==> src/rtl/bs_pkg.sv <==
// Shared widths, enums and structs for the Black-Scholes put-payoff engine; import into each RTL module.
`default_nettype none

package bs_pkg;

	// Fraction bits on every port value.
	localparam int FRAC_W = 15;
	// Strike and payoff, (8,15).
	localparam int K_W = 23;
	// Drifted spot price S*exp((r-sigma^2/2)T), (23,15).
	localparam int C1_W = 38;
	// Sigma*sqrt(T), (3,15).
	localparam int C2_W = 18;
	// Normal sample, (5,15).
	localparam int GRN_W = 20;
	// Result sums, (49,15).
	localparam int ACC_W = 64;
	// Exponential table entry, (9,31).
	localparam int LUT_OUT_W = 40;
	// Issue to accumulation, in cycles.
	localparam int PIPE_DEPTH = 5;

	// Scaled sample, (8,30).
	localparam int SCALED_W = GRN_W + C2_W;
	// Correction factor 1 + f, (2,15).
	localparam int CORR_W = 17;
	// Approximated exponential, (11,46).
	localparam int EXP_W = LUT_OUT_W + CORR_W;
	// Price product, (34,61).
	localparam int PRICE_W = EXP_W + C1_W;
	localparam int PRICE_FRAC_W = 31 + 2 * FRAC_W;

	typedef enum logic [3:0] {
		IDLE = 4'd0,
		RUNNING = 4'd1,
		COMPLETE = 4'd2
	} state_t;

	typedef enum logic [3:0] {
		CMD_NOP = 4'd0,
		CMD_RUN = 4'd1,
		CMD_ACK = 4'd2
	} cmd_t;

	// Class of the scaled sample's integer part.
	typedef enum logic [1:0] {
		RANGE_HIGH = 2'd0,
		RANGE_MID = 2'd1,
		RANGE_LOW = 2'd2
	} range_t;

	typedef struct packed {
		logic [K_W-1:0] k;
		logic [C1_W-1:0] c1;
		logic [C2_W-1:0] c2;
		logic [GRN_W-1:0] grn;
	} bs_consts_t;

	typedef struct packed {
		logic valid;
		range_t cls;
		logic [PRICE_W-1:0] price;
	} sample_t;

	typedef struct packed {
		logic valid;
		logic [K_W-1:0] value;
		logic [2*K_W-1:0] square;
	} payoff_t;

endpackage

`default_nettype wire

==> src/rtl/run_control.sv <==
// Command FSM: captures run constants while idle, issues iterations and tracks completion.
`default_nettype none

module run_control #(
	parameter int NITER_W = 32
) (
	input wire logic clk,
	input wire logic nreset,
	input wire bs_pkg::cmd_t cmd,
	input wire logic [NITER_W-1:0] niter,
	input wire logic [bs_pkg::K_W-1:0] k,
	input wire logic [bs_pkg::C1_W-1:0] c1,
	input wire logic [bs_pkg::C2_W-1:0] c2,
	input wire logic [bs_pkg::GRN_W-1:0] grn,
	output bs_pkg::bs_consts_t consts,
	output logic issue,
	output logic clear,
	output bs_pkg::state_t status
);
	import bs_pkg::*;

	state_t state;
	logic [NITER_W-1:0] niter_q;
	logic [NITER_W-1:0] issued;
	logic [NITER_W:0] cycles;
	logic [NITER_W:0] last_cycle;

	// Constants follow the inputs until a run starts.
	always_ff @(posedge clk) begin
		if (state == IDLE) begin
			consts <= '{k: k, c1: c1, c2: c2, grn: grn};
			niter_q <= niter;
		end
	end

	// Last cycle count before the final payoff lands.
	assign last_cycle = {1'b0, niter_q} + (NITER_W+1)'(PIPE_DEPTH - 1);
	assign issue = (state == RUNNING) && (issued != niter_q);
	assign clear = (state == IDLE) && (cmd == CMD_RUN);
	assign status = state;

	always_ff @(posedge clk or negedge nreset) begin
		if (!nreset) begin
			state <= IDLE;
			issued <= '0;
			cycles <= '0;
		end else begin
			case (state)
				IDLE: begin
					issued <= '0;
					cycles <= '0;
					if (cmd == CMD_RUN) begin
						state <= RUNNING;
					end
				end
				RUNNING: begin
					// Commands are ignored here.
					cycles <= cycles + 1'b1;
					if (issue) begin
						issued <= issued + 1'b1;
					end
					if (cycles == last_cycle) begin
						state <= COMPLETE;
					end
				end
				COMPLETE: begin
					if (cmd == CMD_ACK) begin
						state <= IDLE;
					end
				end
				default: begin
					state <= IDLE;
				end
			endcase
		end
	end

	// An issued iteration is still in flight for the full pipeline depth.
	a_issue_running: assert property (@(posedge clk) disable iff (!nreset)
		issue |-> (state == RUNNING) [*PIPE_DEPTH+1]);

endmodule

`default_nettype wire

==> config.mk <==
export PLATFORM = sky130hd
export DESIGN_NAME = run_control
export DESIGN_NICKNAME = d
export VERILOG_FILES = /design/src/rtl/bs_pkg.sv /design/src/rtl/run_control.sv
export SDC_FILE = /design/constraint.sdc
export NUM_CORES = 1
export LEC_CHECK = 0
export BUFFER_PORTS_ARGS = -buffer_cell sky130_fd_sc_hd__clkbuf_2
export CORE_ASPECT_RATIO = 1.25
export CORE_MARGIN = 5
export CORE_UTILIZATION = 50
export CTS_CLUSTER_SIZE = 16
export DETAILED_ROUTE_END_ITERATION = 6
export PLACE_DENSITY = 0.77
export SLEW_MARGIN = 20
export SYNTH_ARGS = -nofsm -noshare
export SYNTH_HDL_FRONTEND = slang
export SYNTH_SLANG_ARGS = --single-unit
==> constraint.sdc <==
create_clock -name clk -period 6 [get_ports clk]
set_input_delay 0.6 -clock clk [delete_from_list [all_inputs] [get_ports clk]]
set_output_delay 0.6 -clock clk [all_outputs]
set_load 0.005 [all_outputs]
==> results.cfg <==
[status]
outcome = finished clean

[sta]
fmax_mhz = 317
period_share = 0.526
rsz0062_at_grt = no
fin_hold_ws_ps = 338
drv_slew = 0
relSlewSlack = 0.361
period_needed_ps = 3160
setup_viol_count_final = 0
fin_skew_ps = 7.62
worst_pin_slew_ps = 934
finalHoldViolations = 0
final.setup.tns_ps = 0

[die]
die_h_um = 156
ios = 242
start_util = 0.510
core_mm2 = 0.0168
std_cell_rows = 53
die_w_um = 127
dieArea_mm2 = 0.0199

[final_layout]
final_cell_mix = clkbuf_2, edfxtp_1, nand2_1, dfrtp_1
area_delta_synth_final_pct = 22.8
drive_gt1_frac = 0.304
seq_area_mm2 = 0.00561
multi_input_area_mm2 = 0.00283
fin_cells = 1147
final_nets = 1055
post-route-cell-area_mm2 = 0.0105
layout_commonest_cell = clkbuf_2
diodes = 0
n_fill_cell = 1352

[cts]
clk_latency_ps = 420
clock-sinks = 198
hold_buffers = 0
cts_max_path_buffers = 2
post_cts_buffers = 0
tritoncts = built
cts.clk_slew.worst_paths_ps = 80
cts_root_buf = clkbuf_16
ctsResizeCount = 0
h-tree-depth = 4
numCtsBuffers = 17

[global_route]
grt_usage = 0.208
grt_max_degree = 101
grt_pass1_wl_um = 31900
grt-ovfl-total = 0
grt_pass1_vias = 6206
antenna_found_initial = 1

[pwr]
p_leak_nw = 4.40
peakVddDrop_uv = 189
power_mw = 3.43
powerDensity_mw_per_mm2 = 326

[setup_path]
worst-setup-path-type = flop to output pin
worst-r2r-setup-slack_ps = 3130
cp-end-kind = output pin
crit_required_ps = 5400
arrival_ps = 2560
critPathMaxFanout = 100
start_kind = flop

[yosys]
synth_ff_type = edfxtp_1
synth.top_cell.area_share = 0.458
yosysWarnings = 0
synth-edff-count = 131
syn_area_mm2 = 0.00858
synth_top_area_cell = edfxtp_1
ys_seq_elements = 198
ys_seq_area_frac = 0.654
yosys-top-cells-area = edfxtp_1, dfrtp_1, xnor2_1
synth-async-reset-ratio = 0.338
synthDistinctLibCells = 55
syn_inst = 681
avgSynthCellArea_um2 = 12.6

[placed_design]
place.gp.congestion = 0.901
dp_cells = 1116
numPortBuffers = 239
hpwl_um = 15600
place_area_mm2 = 0.00995

[routing]
drt_pass1_iterations = 5
drt-wirelength-per-cell_um = 18.1
drtIter0Drc = 342
drtAntennaViolNets = 0
dr_total_vias = 6145
viasPerCell = 5.36
wirelength_um = 20800
drcViolationCount = 0

[run]
maxCapViolations = 0

[hold_path]
min_path_type = input pin to async pin
## cell type report
class / count / share of cell area
Sequential cell: 198 / 0.532
Timing Repair Buffer: 241 / 0.115
Clock buffer: 17 / 0.0404
Multi-Input combinational cell: 450 / 0.269
Clock inverter: 14 / 0.0147
Inverter: 7 / 0.00297
Tap cell: 220 / 0.0261
## Yosys cell counts, types with 3 or more instances
cell type and number:
nand2_1 69, xnor2_1 57, mux2i_1 10, nor2_1 57
ha_1 3, a21oi_1 9, buf_1 3, nand3b_1 3
nand3_1 33, o21ai_0 25, o311ai_0 3, clkbuf_1 9
or2_2 3, and3_1 16, a31oi_1 6, edfxtp_1 131
nand4_1 26, nor4_1 13, and2_1 5, buf_2 10
xor2_1 52, dfrtp_1 67, or3_1 8, nor3_1 12
buf_4 3, and4_1 6, inv_1 6
## routing by layer
layer / part of all wire / up-vias / wire length, µm / track usage
met2: 0.50 / 249 / 10500 / 0.353
met1: 0.38 / 2925 / 7860 / 0.237
met5: 0 / - / 0 / 0
met3: 0.089 / 40 / 1850 / 0.0795
li1: - / 2931 / - / -
met4: 0.028 / 0 / 576 / 0.0812
## critical path, stage by stage (launching register included)
cell and delay (ps):
dfrtp_1 440, or2_2 490, inv_6 660, nand3b_1 150
nor3_1 220, clkbuf_2 160
## sequential cells by signal, indices dropped and copies added, names as in the netlist
name and count:
consts 99, cycles 33, niter_q 32, issued 32, status 2
## per-stage QoR
step                      worst slack [ps]  utilization
after CTS                             2810        0.625
after global placement                3180        0.591
final                                 2840        0.626
after global routing                  2630        0.626
after detailed placement              3110        0.591
after floorplan                        669            -
## final timing paths
| kind | cells after the start | end | start |
|---|---|---|---|
| setup / recovery | 5 | clear | status[0] |
| hold / removal | 2 | cycles[4] | nreset |
| setup reg to reg | 3 | consts[98] | status[0] |
| hold reg to reg | 1 | issued[30] | issued[30] |
| max in group asynchronous | 2 | issued[7] | nreset |
| min in group clk | 1 | consts[48] | c1[10] |
## power breakdown
part / total, mW / switching (mW) / internal (mW)
Sequential: 1.81 / 0.135 / 1.67
Clock: 1.11 / 0.549 / 0.557
Combinational: 0.518 / 0.318 / 0.200
## kinds of logic (layout without fill, tap and decap cells)
| logic type | after synthesis | count (layout) | share of synthesized area |
|---|---|---|---|
| compound gates | 61 | 61 | 0.0450 |
| xor+xnor | 109 | 109 | 0.111 |
| fa+ha+maj | 3 | 3 | 0.00437 |
| buf+inv | 34 | 279 | 0.0179 |
| flops | 198 | 198 | 0.654 |
| mux | 10 | 10 | 0.0117 |
| other cells | 1 | 2 | 0.000437 |
| simple gates | 265 | 265 | 0.156 |
Note: power is estimated with default switching activity, not from simulation.
