<file path="src/rtl/bs_pkg.sv">
// Shared widths, enums and structs for the Black-Scholes put-payoff engine; import into each RTL module.
`default_nettype none

package bs_pkg;

	// Fraction bits on every port value.
	localparam int FRAC_W = 15;
	// Strike and payoff, (8,15).
	localparam int K_W = 23;
	// Drifted spot price S*exp((r-sigma^2/2)T), (23,15).
	localparam int C1_W = 38;
	// Sigma*sqrt(T), (3,15).
	localparam int C2_W = 18;
	// Normal sample, (5,15).
	localparam int GRN_W = 20;
	// Result sums, (49,15).
	localparam int ACC_W = 64;
	// Exponential table entry, (9,31).
	localparam int LUT_OUT_W = 40;
	// Issue to accumulation, in cycles.
	localparam int PIPE_DEPTH = 5;

	// Scaled sample, (8,30).
	localparam int SCALED_W = GRN_W + C2_W;
	// Correction factor 1 + f, (2,15).
	localparam int CORR_W = 17;
	// Approximated exponential, (11,46).
	localparam int EXP_W = LUT_OUT_W + CORR_W;
	// Price product, (34,61).
	localparam int PRICE_W = EXP_W + C1_W;
	localparam int PRICE_FRAC_W = 31 + 2 * FRAC_W;

	typedef enum logic [3:0] {
		IDLE = 4'd0,
		RUNNING = 4'd1,
		COMPLETE = 4'd2
	} state_t;

	typedef enum logic [3:0] {
		CMD_NOP = 4'd0,
		CMD_RUN = 4'd1,
		CMD_ACK = 4'd2
	} cmd_t;

	// Class of the scaled sample's integer part.
	typedef enum logic [1:0] {
		RANGE_HIGH = 2'd0,
		RANGE_MID = 2'd1,
		RANGE_LOW = 2'd2
	} range_t;

	typedef struct packed {
		logic [K_W-1:0] k;
		logic [C1_W-1:0] c1;
		logic [C2_W-1:0] c2;
		logic [GRN_W-1:0] grn;
	} bs_consts_t;

	typedef struct packed {
		logic valid;
		range_t cls;
		logic [PRICE_W-1:0] price;
	} sample_t;

	typedef struct packed {
		logic valid;
		logic [K_W-1:0] value;
		logic [2*K_W-1:0] square;
	} payoff_t;

endpackage

`default_nettype wire

</file>
<file path="src/rtl/payoff_stage.sv">
// Two-stage put payoff: clamp the price against the strike, subtract from K, then square.
`default_nettype none

module payoff_stage (
	input wire logic clk,
	input wire logic nreset,
	input wire logic [bs_pkg::K_W-1:0] k,
	input wire bs_pkg::sample_t sample,
	output bs_pkg::payoff_t payoff
);
	import bs_pkg::*;

	logic [PRICE_W-PRICE_FRAC_W+FRAC_W-1:0] price_hi;
	logic [K_W-1:0] amount;
	logic [K_W-1:0] value_q;
	logic [K_W-1:0] value_q2;
	logic [2*K_W-1:0] square_q;
	logic va;
	logic vb;

	// Price in (34,15).
	assign price_hi = sample.price[PRICE_W-1:PRICE_FRAC_W-FRAC_W];

	always_comb begin
		if (sample.cls == RANGE_LOW) begin
			amount = '0;
		end else if (sample.cls == RANGE_HIGH || price_hi >= k) begin
			amount = k;
		end else begin
			amount = price_hi[K_W-1:0];
		end
	end

	// Subtraction, then square with the value kept in step.
	always_ff @(posedge clk) begin
		value_q <= k - amount;
		value_q2 <= value_q;
		square_q <= value_q * value_q;
	end

	always_ff @(posedge clk or negedge nreset) begin
		if (!nreset) begin
			va <= 1'b0;
			vb <= 1'b0;
		end else begin
			va <= sample.valid;
			vb <= va;
		end
	end

	assign payoff.valid = vb;
	assign payoff.value = value_q2;
	assign payoff.square = square_q;

	// A put payoff never exceeds its strike.
	a_payoff_le_k: assert property (@(posedge clk) disable iff (!nreset)
		va |-> value_q <= k);

endmodule

`default_nettype wire

</file>
<file path="config.mk">
export PLATFORM = sky130hd
export DESIGN_NAME = payoff_stage
export DESIGN_NICKNAME = d
export VERILOG_FILES = /design/src/rtl/bs_pkg.sv /design/src/rtl/payoff_stage.sv
export SDC_FILE = /design/constraint.sdc
export NUM_CORES = 1
export LEC_CHECK = 0
export ABC_AREA = 1
export ABC_CLOCK_PERIOD_IN_PS = 7200
export BUFFER_PORTS_ARGS = -buffer_cell sky130_fd_sc_hd__clkbuf_2
export CAP_MARGIN = 20
export CORE_ASPECT_RATIO = 0.9
export CORE_MARGIN = 1.5
export CORE_UTILIZATION = 32
export DETAILED_ROUTE_END_ITERATION = 6
export SLEW_MARGIN = 10
export SYNTH_ARGS = -nofsm -noshare
export SYNTH_HDL_FRONTEND = slang
export SYNTH_SLANG_ARGS = --single-unit
</file>
<file path="constraint.sdc">
create_clock -name clk -period 7.2 [get_ports clk]
set_clock_uncertainty 0.15 [all_clocks]
set_input_delay 1.44 -clock clk [delete_from_list [all_inputs] [get_ports clk]]
set_output_delay 1.44 -clock clk [all_outputs]
set_load 0.1 [all_outputs]
</file>
==> flow_metrics.env <==
export IMPL_outcome="finished, final reports clean"
export IMPL_diodes=0
export IMPL_min_path_type="flop to flop"
export IMPL_drv_slew=0
export IMPL_die_area_um2=65200
export IMPL_fillers=6619
export IMPL_cp_required_ns=7.31
export IMPL_cp_max_fo=16
export IMPL_path_clk_slew_ns=0.07
export IMPL_synthFlopType="dfxtp_1"
export IMPL_rsz0062_at_grt="no"
export IMPL_whs_path_depth=0
export IMPL_dpl_hpwl_um=43100
export IMPL_synth_cell_types=44
export IMPL_syn_avg_cell_area_um2=8.06
export IMPL_syn_nets=3257
export IMPL_cts_num_sinks=92
export IMPL_synth_edff_count=0
export IMPL_row_count=87
export IMPL_io_buffers=145
export IMPL_cts_resized=0
export IMPL_crit_arrival_ns=6.93
export IMPL_grt_pass1_vias=16100
export IMPL_root_buffer="clkbuf_16"
export IMPL_postCtsHoldBufs=0
export IMPL_max_freq_mhz=147
export IMPL_area_growth_pct=10.5
export IMPL_crit_type="flop to flop"
export IMPL_totalWireLength_um=49100
export IMPL_drt_vias_per_instance=4.40
export IMPL_drv_cap=0
export IMPL_yosysWarnings=0
export IMPL_synth_mux_area_fraction=0
export IMPL_gp_congestion=0.913
export IMPL_startpoint_type="flop"
export IMPL_synth_simple_area_share=0.155
export IMPL_core_area_um2=62800
export IMPL_ant_nets=0
export IMPL_min_period_over_period=0.947
export IMPL_yosys_top_cells_area="fa_1 (38%), ha_1 (14%), inv_1 (13%)"
export IMPL_synthXorXnorAreaFrac=0.0284
export IMPL_ys_seq_elements=92
export IMPL_crit_top_cell="fa_1"
export IMPL_rrSetupSlack_ns=0.38
export IMPL_synth_compound_area_frac=0.0613
export IMPL_netlist_area_um2=20400
export IMPL_max_stage_delay_ns=0.91
export IMPL_synth_top_family_by_area="adder cells"
export IMPL_cts_setup_buffers=0
export IMPL_fin_nets=3389
export IMPL_routedWlPerCell_um=14.0
export IMPL_initial_core_util=0.324
export IMPL_synthArstFlopShare=0.0217
export IMPL_clock_path_buffers=2
export IMPL_multi_input_area_um2=15500
export IMPL_setup_viol=0
export IMPL_drive_gt1_frac=0.0999
export IMPL_htreeDepth=3
export IMPL_ff2ff_path_depth=22
export IMPL_final_cell_mix="inv_1 (727), nand2_1 (512), fa_1 (387), ha_1 (221), clkbuf_2 (145)"
export IMPL_die_height_um=242
export IMPL_pin_count=193
export IMPL_final_common_cell="inv_1"
export IMPL_slowest_stage="dfxtp_1"
export IMPL_synth_top_area_cell="fa_1"
export IMPL_cts_tree="done"
export IMPL_clkLatencyLatePin_ns=0.38
export IMPL_worstMarginPinSlew_ns=0.893
export IMPL_gr_usage_all_layers=0.159
export IMPL_grt_max_degree=46
export IMPL_ys_seq_area_frac=0.0909
export IMPL_fp_dieW_um=269
export IMPL_yosysTopAreaCellShare=0.381
export IMPL_regArea_um2=1850
export IMPL_drt_iter0_markers=799
export IMPL_synth_fa_ha_area_frac=0.516
export IMPL_first_pass_iters=5
export IMPL_drc=0
export IMPL_antenna_found_initial=0
export IMPL_period_needed_ns=6.82
export IMPL_grt_overflow=0
export IMPL_grt_pass1_wl_um=82300
export IMPL_hold_viol=0
export IMPL_fin_setup_tns_ns=0
export IMPL_maxSlewHeadroom=0.404
export IMPL_cts_buffers=9
export IMPL_path_cells="nand2_1 > fa_1 > inv_1 > fa_1 > inv_1 > fa_1 > fa_1 > inv_1 > fa_1 > fa_1 > inv_1 > fa_1 > inv_1 > ha_1 > nand2_1 > inv_1 > a21oi_1 > o21a_1 > a21boi_0 > nand2_1 > nand2_1 > nand2_1"
export IMPL_synthCells=2526
export IMPL_vias=15400
export IMPL_worstSetupEndpointType="flop"
==> sequential cells by signal, summed over array words and instances (netlist names) <==
| register | cells |
|---|---|
| square_q | 45 |
| value_q | 23 |
| value_q2 | 22 |
| va | 1 |
| vb | 1 |
==> metrics by stage <==
step / setup WS (ns) / hold WS [ns] / cells / utilization / instance area, um2
after global placement: 0.448 / 0.183 / 3492 / 0.353 / 22200
final: 0.383 / 0.210 / 3507 / 0.358 / 22500
after detailed placement: 0.386 / 0.200 / 3492 / 0.353 / 22200
after CTS: 0.365 / 0.208 / 3507 / 0.358 / 22500
after global routing: 0.0197 / 0.213 / 3507 / 0.358 / 22500
after floorplan: 1.15 / 0.179 / 2526 / - / 20400
==> logic make-up (layout without fill, tap and decap cells) <==
kind of cell	after synthesis	after routing
compound gates	209	209
simple gates	755	755
xor+xnor	66	66
fa+ha+maj	608	608
other cells	1	1
flops	92	92
buf+inv	795	931
==> layout make-up <==
type	count	area share
clock buffers	10	0.0102
flip-flops and latches	92	0.0823
multi-input cells	1639	0.689
well taps	845	0.0470
clock inverters	5	0.00350
repair buffers	179	0.0453
inverters	737	0.123
==> routing by layer <==
| layer | GRT usage | vias up | wire, um |
|---|---|---|---|
| met4 | 0.0373 | 0 | 806 |
| met5 | 0 | - | 0 |
| met1 | 0.219 | 7470 | 22700 |
| met2 | 0.263 | 232 | 23700 |
| met3 | 0.0217 | 39 | 1800 |
| li1 | - | 7685 | - |
==> cells in the mapped netlist (9+ instances only) <==
master / instances
nor2_2: 18
a31oi_1: 9
dfxtp_1: 90
nand2_1: 512
fa_1: 387
ha_1: 221
o21ai_1: 11
inv_2: 10
o211ai_1: 23
nor2_1: 111
xnor2_1: 21
nand4_1: 12
nand3_1: 52
nor3_1: 10
inv_1: 727
o21bai_1: 13
a21oi_1: 86
o21ai_0: 38
clkbuf_1: 50
nand2_2: 13
xor2_1: 45
==> worst paths after layout <==
check,from,end
max in group asynchronous,nreset,va$_DFF_PN0_
hold reg to reg,value_q[7]$_DFF_P_,value_q2[7]$_DFF_P_
setup reg to reg,value_q[15]$_DFF_P_,square_q[34]$_DFF_P_
min in group asynchronous,nreset,vb$_DFF_PN0_
setup / recovery,value_q[15]$_DFF_P_,square_q[34]$_DFF_P_
hold / removal,value_q[7]$_DFF_P_,value_q2[7]$_DFF_P_
==> critical path: cells and delay by family, from the launching register on <==
kind	cells	cell delay, ns
compound gates	3	0.69
fa+ha+maj	8	4.03
buf+inv	6	0.32
flops	1	0.91
simple gates	5	0.60
Power is left out: the tool's default activity adds up to more than one toggle a clock period on the data nets, which glitch-free logic cannot reach.
