## src/rtl/bs_pkg.sv

```systemverilog
// Shared widths, enums and structs for the Black-Scholes put-payoff engine; import into each RTL module.
`default_nettype none

package bs_pkg;

	// Fraction bits on every port value.
	localparam int FRAC_W = 15;
	// Strike and payoff, (8,15).
	localparam int K_W = 23;
	// Drifted spot price S*exp((r-sigma^2/2)T), (23,15).
	localparam int C1_W = 38;
	// Sigma*sqrt(T), (3,15).
	localparam int C2_W = 18;
	// Normal sample, (5,15).
	localparam int GRN_W = 20;
	// Result sums, (49,15).
	localparam int ACC_W = 64;
	// Exponential table entry, (9,31).
	localparam int LUT_OUT_W = 40;
	// Issue to accumulation, in cycles.
	localparam int PIPE_DEPTH = 5;

	// Scaled sample, (8,30).
	localparam int SCALED_W = GRN_W + C2_W;
	// Correction factor 1 + f, (2,15).
	localparam int CORR_W = 17;
	// Approximated exponential, (11,46).
	localparam int EXP_W = LUT_OUT_W + CORR_W;
	// Price product, (34,61).
	localparam int PRICE_W = EXP_W + C1_W;
	localparam int PRICE_FRAC_W = 31 + 2 * FRAC_W;

	typedef enum logic [3:0] {
		IDLE = 4'd0,
		RUNNING = 4'd1,
		COMPLETE = 4'd2
	} state_t;

	typedef enum logic [3:0] {
		CMD_NOP = 4'd0,
		CMD_RUN = 4'd1,
		CMD_ACK = 4'd2
	} cmd_t;

	// Class of the scaled sample's integer part.
	typedef enum logic [1:0] {
		RANGE_HIGH = 2'd0,
		RANGE_MID = 2'd1,
		RANGE_LOW = 2'd2
	} range_t;

	typedef struct packed {
		logic [K_W-1:0] k;
		logic [C1_W-1:0] c1;
		logic [C2_W-1:0] c2;
		logic [GRN_W-1:0] grn;
	} bs_consts_t;

	typedef struct packed {
		logic valid;
		range_t cls;
		logic [PRICE_W-1:0] price;
	} sample_t;

	typedef struct packed {
		logic valid;
		logic [K_W-1:0] value;
		logic [2*K_W-1:0] square;
	} payoff_t;

endpackage

`default_nettype wire

```

## src/rtl/moment_accumulator.sv

```systemverilog
// Running sum and sum of squares of payoffs, cleared at the start of each run.
`default_nettype none

module moment_accumulator (
	input wire logic clk,
	input wire logic nreset,
	input wire logic clear,
	input wire bs_pkg::payoff_t payoff,
	output logic [bs_pkg::ACC_W-1:0] sum,
	output logic [bs_pkg::ACC_W-1:0] pow_sum
);
	import bs_pkg::*;

	// Square realigned from (16,30) to (16,15).
	logic [2*K_W-FRAC_W-1:0] square_rs;

	assign square_rs = payoff.square[2*K_W-1:FRAC_W];

	always_ff @(posedge clk or negedge nreset) begin
		if (!nreset) begin
			sum <= '0;
			pow_sum <= '0;
		end else if (clear) begin
			sum <= '0;
			pow_sum <= '0;
		end else if (payoff.valid) begin
			sum <= sum + ACC_W'(payoff.value);
			pow_sum <= pow_sum + ACC_W'(square_rs);
		end
	end

	// A run never starts while payoffs from the last one drain.
	a_clear_idle: assert property (@(posedge clk) disable iff (!nreset)
		!(clear && payoff.valid));

endmodule

`default_nettype wire

```

## config.mk

```make
export PLATFORM = sky130hd
export DESIGN_NAME = moment_accumulator
export DESIGN_NICKNAME = d
export VERILOG_FILES = /design/src/rtl/bs_pkg.sv /design/src/rtl/moment_accumulator.sv
export SDC_FILE = /design/constraint.sdc
export NUM_CORES = 1
export LEC_CHECK = 0
export ABC_AREA = 1
export BUFFER_PORTS_ARGS = -buffer_cell sky130_fd_sc_hd__buf_2
export CORE_UTILIZATION = 52
export CTS_CLUSTER_SIZE = 28
export DETAILED_ROUTE_END_ITERATION = 7
export PLACE_DENSITY = 0.78
export SETUP_SLACK_MARGIN = 0.5
export SLEW_MARGIN = 30
export SYNTH_ARGS = -nofsm -noshare
export SYNTH_HDL_FRONTEND = slang
export SYNTH_SLANG_ARGS = --single-unit
```

## constraint.sdc

```tcl
create_clock -name clk -period 6.6 [get_ports clk]
set_clock_uncertainty 0.2 [all_clocks]
set_input_delay 0.33 -clock clk [delete_from_list [all_inputs] [get_ports clk]]
set_output_delay 0.33 -clock clk [all_outputs]
set_load 0.005 [all_outputs]
```

==> impl_metrics.yaml, run 1 <==
outcome:
  status: "complete, no violations"
final_layout:
  multi_input_area_um2: 6780
  drive_above_1_share_pct: 13.1
  register_area_um2: 3200
  final_area_um2: 12900
  area_growth_pct: 16.1
  nets: 2149
  fillerInstances: 2114
  antennaDiodeCount: 0
grt:
  antenna_found_initial: 0
  grt_max_degree: 71
  grt_util_all_layers_pct: 32.1
  grt_overflow: 0
  grt_pass1_wl_um: 55600
  first_global_vias: 10800
yosys:
  ys_top_cells_by_count: "656 x nand2_1, 270 x inv_1, 242 x nor2_1"
  syn_avg_cell_area_um2: 6.07
  ys_seq_elements: 128
  yosysTopAreaCell: "dfrtp_1"
  ys_warn_count: 0
  ys_async_sr_fraction_pct: 100
  synth_cell_types: 41
  yosysMostFrequentCell: "nand2_1"
  synth_edf_count: 0
  ys.flop_type: "dfrtp_1"
  synth_area_um2: 11100
  synth_nets: 1964
  syn_inst: 1835
  yosysSeqAreaShare_pct: 28.8
  synthTopCellsByArea: "dfrtp_1 29%, nand2_1 22%, inv_1 9.1%"
  yosys.area.top_type_share_pct: 28.8
clocking:
  cts_tree: "done"
  cts_htree_levels: 4
  root_buffer: "clkbuf_16"
  cts_buffer_depth: 2
  numCtsBuffers: 17
  cts_sinks: 128
  cts_resized: 0
  clkTransAtPathRegs_ns: 0.06
  clk_latency_ns: 0.43
placement:
  dp_hpwl_um: 27700
  port_buffers: 185
  pre_cts_slack_ns: 3.15
  gp_congestion: 0.979
  place_area_um2: 12300
route:
  wl_met1_um: 16200
  routedWlPerCell_um: 15.1
  num_vias: 12200
  wl_met2_um: 15400
  ant_nets: 0
  wirelength_um: 34800
  first_pass_iters: 7
  highest_layer: "met4"
  viasPerCell: 5.28
  drcViolationCount: 0
  drt_iter0_markers: 1033
  route.met3.wl_um: 2580
sta:
  fin_ws_ns: 3.04
  post-route-period-util_pct: 53.9
  slew_viol_final: 0
  rsz0062_at_grt: "false"
  fin_tns_setup_ns: 0
  finalHoldViolations: 0
  tightest_slew_ns: 0.962
  max_slew_margin_pct: 35.9
  setup_viol: 0
  period_minus_slack_ns: 3.56
  holdWs_ns: 0.0621
  fmaxAchievable_mhz: 281
worst_setup_path:
  end_kind: "register"
  arrival_ns: 3.66
  cp.required_ns: 6.70
  crit_fanout: 37
  worstSetupPathType: "input pin to register"
  setup.worst_path.start_class: "input pin"
  crit_start: "clear"
  r2r-start: "pow_sum[0]"
min_path:
  min_path_type: "input pin to register"
  min_from: "payoff[15]"
job:
  drv_cap: 0
floorplanning:
  core_um2: 21000
  die_h_um: 148
  start_util_pct: 52.9
  dieArea_um2: 22000
  ios: 201
  dieWidth_um: 148
  rows: 53
pwr:
  leakagePower_nw: 7.06
  vdd_drop_max_mv: 0.185
  p_per_area_nw_per_um2: 305
==> cells by family after synthesis <==
group | after synthesis | synth area share [%]
and+or+nand+nor | 1160 | 44.5
adders and majority gates | 56 | 6.43
AOI/OAI and AO/OA | 157 | 7.27
xor gates and xnor gates | 34 | 2.68
DFF | 128 | 28.8
buffers and inverters | 300 | 10.3
==> registers in the layout, summed over array words and instances (netlist names) <==
register  flops
pow_sum      64
sum          64
==> path summary, 6_finish.rpt <==
path                                to  slack, ns  cells past startpoint
hold reg to reg            pow_sum[29]       0.31                      2
setup / recovery           pow_sum[21]       3.04                     11
hold / removal              pow_sum[0]       0.06                      3
min in group asynchronous  pow_sum[12]       0.23                      2
max in group asynchronous      sum[27]       4.89                      3
setup reg to reg           pow_sum[46]       3.87                     15
==> per-stage QoR <==
stage / total power [W] / utilization [%] / std cells
global placement: 0.00294 / 58.7 / 2274
global route: 0.00425 / 61.5 / 2308
finish: 0.00394 / 61.5 / 2308
CTS: 0.00394 / 61.5 / 2308
floorplan: 0.00238 / - / 1835
detailed placement: 0.00298 / 58.7 / 2274
==> cells in the final DEF, fill, tap and decap left out, types with 4 or more instances in the layout <==
cell type  Yosys  routed
xor2_1         5       5
clkbuf_16      0      17
nand3b_1      10      10
ha_1          54      54
nand4_1       41      41
nand2_2        6       6
nor3_1        22      22
buf_4          0       4
nor2_2         8       8
dfrtp_1      128     128
or2_1          4       4
and2_1         7       7
o21ai_0       56      56
nand3_1      125     125
inv_1        270     270
o21bai_1       5       5
nor2_1       242     241
nor3_2         7       7
nor4_1        10      10
a21oi_1       88      88
nand2_1      656     656
xnor2_1       29      29
clkinv_2       1       7
nand3_2        6       6
buf_2          6     184
or2_2          5       5
==> cell type report <==
type,count,area share (%)
inverters,274,7.97
multi-input cells,1407,52.5
repair buffers,192,7.69
clock inverters,14,1.08
clock buffers,18,3.32
well taps,275,2.66
flip-flops and latches,128,24.8
==> where the power goes <==
part,switching (W),internal (W)
Combinational,0.00124,0.000696
Sequential,0.000123,0.000924
Clock,0.000399,0.000555
Total,0.00177,0.00218
==> critical path, stage by stage <==
cell and delay, ns:
dlygate4sd3_1 0.53, buf_2 0.17, nor2_4 0.61, buf_4 0.60, nor2_1 0.08, buf_4 0.22, inv_1 0.48, buf_4 0.38
a21oi_1 0.07, o21ai_0 0.09, nand2_1 0.07
==> layer usage <==
layer	track usage [%]	vias to the layer above
li1	-	6168
met1	45.6	5522
met2	50.3	446
met3	4.72	46
met4	9.28	0
met5	0	-
==> timing repair <==
action | CTS | global route
buffers inserted | 0 | 0
hold endpoints to repair | 59 | 0
hold buffers | 2 | 0
Power figures use the tool's default switching activity.
==> inputs of run 2 (changes only) <==
- clock period: 6.6 -> 3.52 ns (I/O delays scaled with it)
==> run 2 against run 1 <==
  * Wire length down 0.31%
  * Cell count rose by 0.30%
  * Clock power grew 100%
  * Final area is 1.0% higher
  * First-iteration DRC count shrank 19%
  * Sequential cell count unchanged
  * Sequential power increased by 87%
  * Register-to-register slack worse by 3.1 ns
  * Critical path depth increased by 4
  * Global-route usage shrank 0.39 points
  * Critical path type is now register to register
  * Largest cell class unchanged
  * Highest routed layer unchanged
==> impl_metrics.yaml, run 2 (synthesis results as in run 1) <==
outcome:
  status: "complete, no violations"
pwr:
  sw_frac_of_total_pct: 44.2
  p_per_area_nw_per_um2: 575
  internal_power_w: 0.00419
  pwr-share-comb_pct: 48.5
  leakagePower_nw: 7.11
  fin_total_pwr_w: 0.00751
  pwr-share-seq_pct: 26.1
  vdd_drop_max_mv: 0.386
  clockPowerShare_pct: 25.4
  switchingPower_w: 0.00332
clocking:
  cts_tree: "done"
  holdBufCountCts: 6
  cts_htree_levels: 4
  cts_buffer_depth: 2
  cts_sinks: 128
  numCtsBuffers: 17
  clkTransAtPathRegs_ns: 0.06
  post_cts_buffers: 0
  root_buffer: "clkbuf_16"
  cts_resized: 0
  clk_latency_ns: 0.43
placement:
  place_inst: 2277
  port_buffers: 185
  gp_congestion: 0.949
  pre_cts_slack_ns: 0.859
  dp_hpwl_um: 27500
floorplanning:
  die_h_um: 148
  rows: 53
  core_um2: 21000
  dieWidth_um: 148
  start_util_pct: 52.9
  dieArea_um2: 22000
  ios: 201
sta:
  period_minus_slack_ns: 2.70
  fin_tns_setup_ns: 0
  slew_viol_final: 0
  fin_ws_ns: 0.818
  finalHoldViolations: 0
  setup_viol: 0
  post-route-period-util_pct: 76.8
  max_slew_margin_pct: 52.6
  rsz0062_at_grt: "false"
  fmaxAchievable_mhz: 370
  tightest_slew_ns: 0.710
grt:
  grt_util_all_layers_pct: 31.7
  grt_overflow: 0
  grt_pass1_wl_um: 54700
  grt_use_met3_pct: 5.55
  grt_max_degree: 73
  busiest_layer: "met2"
  use_met1_pct: 44.7
  antenna_found_initial: 0
  first_global_vias: 10800
  met2_usage_pct: 49.4
worst_setup_path:
  cp_common_cell: "nand2_1"
  setup.worst_path.start_class: "register"
  end_kind: "register"
  slowest_stage: "fa_1"
  arrival_ns: 2.83
  worstPathBufferInverterCount: 2
  cp.required_ns: 3.65
  max_stage_delay_ns: 0.40
  worstSetupPathType: "register to register"
  crit_family: "simple AND/OR/NAND/NOR gates"
  worstPathCellList: "ha_1 -> inv_1 -> fa_1 -> inv_1 -> nand3_1 -> nand2_2 -> nand2_1 -> nand2_1 -> nand2_1 -> nand2_1 -> nand2_1 -> nand3_1 -> nand3_1 -> nand2_1 -> nor2_1"
  crit_fanout: 4
route:
  first_pass_iters: 5
  drcViolationCount: 0
  wirelength_um: 34700
  num_vias: 12200
  viasPerCell: 5.26
  ant_nets: 0
  routedWlPerCell_um: 15.0
  drt_iter0_markers: 834
final_layout:
  antennaDiodeCount: 0
  drive_above_1_share_pct: 13.3
  layoutNonFillerInstCount: 2315
  mostFrequentLayoutCells: "656 x nand2_1, 270 x inv_1, 241 x nor2_1"
  reg_top3: "pow_sum x64, sum x64"
  nets: 2156
  final_util_pct: 62.1
  layout_commonest_cell: "nand2_1"
  area_growth_pct: 17.3
min_path:
  min_path_type: "input pin to register"
job:
  drv_cap: 0
-- run 2: cell count changes in the layout (fill, tap and decap cells not counted) --
cell | previous run | this run
buf_12 | 0 | 2
buf_4 | 4 | 6
buf_6 | 2 | 1
bufinv_16 | 2 | 3
clkbuf_1 | 1 | 0
clkbuf_8 | 0 | 1
clkinv_2 | 7 | 2
clkinv_4 | 2 | 4
clkinvlp_4 | 2 | 3
dlygate4sd3_1 | 2 | 6
inv_8 | 0 | 1
-- run 2: path summary, 6_finish.rpt --
path / cells after the start / slack [ns] / to / from
worst max-delay path: 15 / 0.82 / pow_sum[60] / pow_sum[0]
worst max register to register: 15 / 0.82 / pow_sum[60] / pow_sum[0]
worst min-delay path: 4 / 0.01 / sum[22] / payoff[68]
worst min register to register: 2 / 0.31 / sum[13] / sum[13]
min in group asynchronous: 2 / 0.06 / pow_sum[12] / nreset
max in group asynchronous: 3 / 2.24 / sum[35] / nreset
-- run 2: power groups by stage --
stage / Combinational (W) / Clock (W) / Sequential, W
6_report: 0.00364 / 0.00191 / 0.00196
3_3_place_gp: 0.00356 / 0 / 0.00197
4_1_cts: 0.00362 / 0.00192 / 0.00196
3_5_place_dp: 0.00361 / 0 / 0.00198
2_1_floorplan: 0.00249 / 0 / 0.00197
5_1_grt: 0.00410 / 0.00199 / 0.00200
-- run 2: metal layers --
metal / vias up / wire (µm)
met2: 447 / 15400
met1: 5522 / 16300
met5: - / 0
li1: 6162 / -
met4: 0 / 581
met3: 47 / 2440
-- run 2: per-stage QoR --
step,hold slack (ns),instance area (µm²)
5_1_grt,0.0429,13100
3_5_place_dp,-0.0219,12400
4_1_cts,0.000571,13100
3_3_place_gp,-0.0266,12400
2_1_floorplan,-0.320,11100
6_report,0.00979,13100
-- run 2: area by class of cell --
type                            count  area [µm²]
Sequential cell                   128        3200
Timing Repair Buffer              199        1080
Clock inverter                     14         181
Clock buffer                       18         439
Fill cell                        2081        7960
Multi-Input combinational cell   1407        6780
Inverter                          274        1030
Tap cell                          275         344
-- run 2: worst min-delay path, delay by kind of cell --
family / cells / cell delay (ns)
adder cells (fa/ha/maj): 1 / 0.19
AO/OA/AOI/OAI: 1 / 0.10
buffers and inverters: 1 / 0.08
AND/OR/NAND/NOR: 1 / 0.06
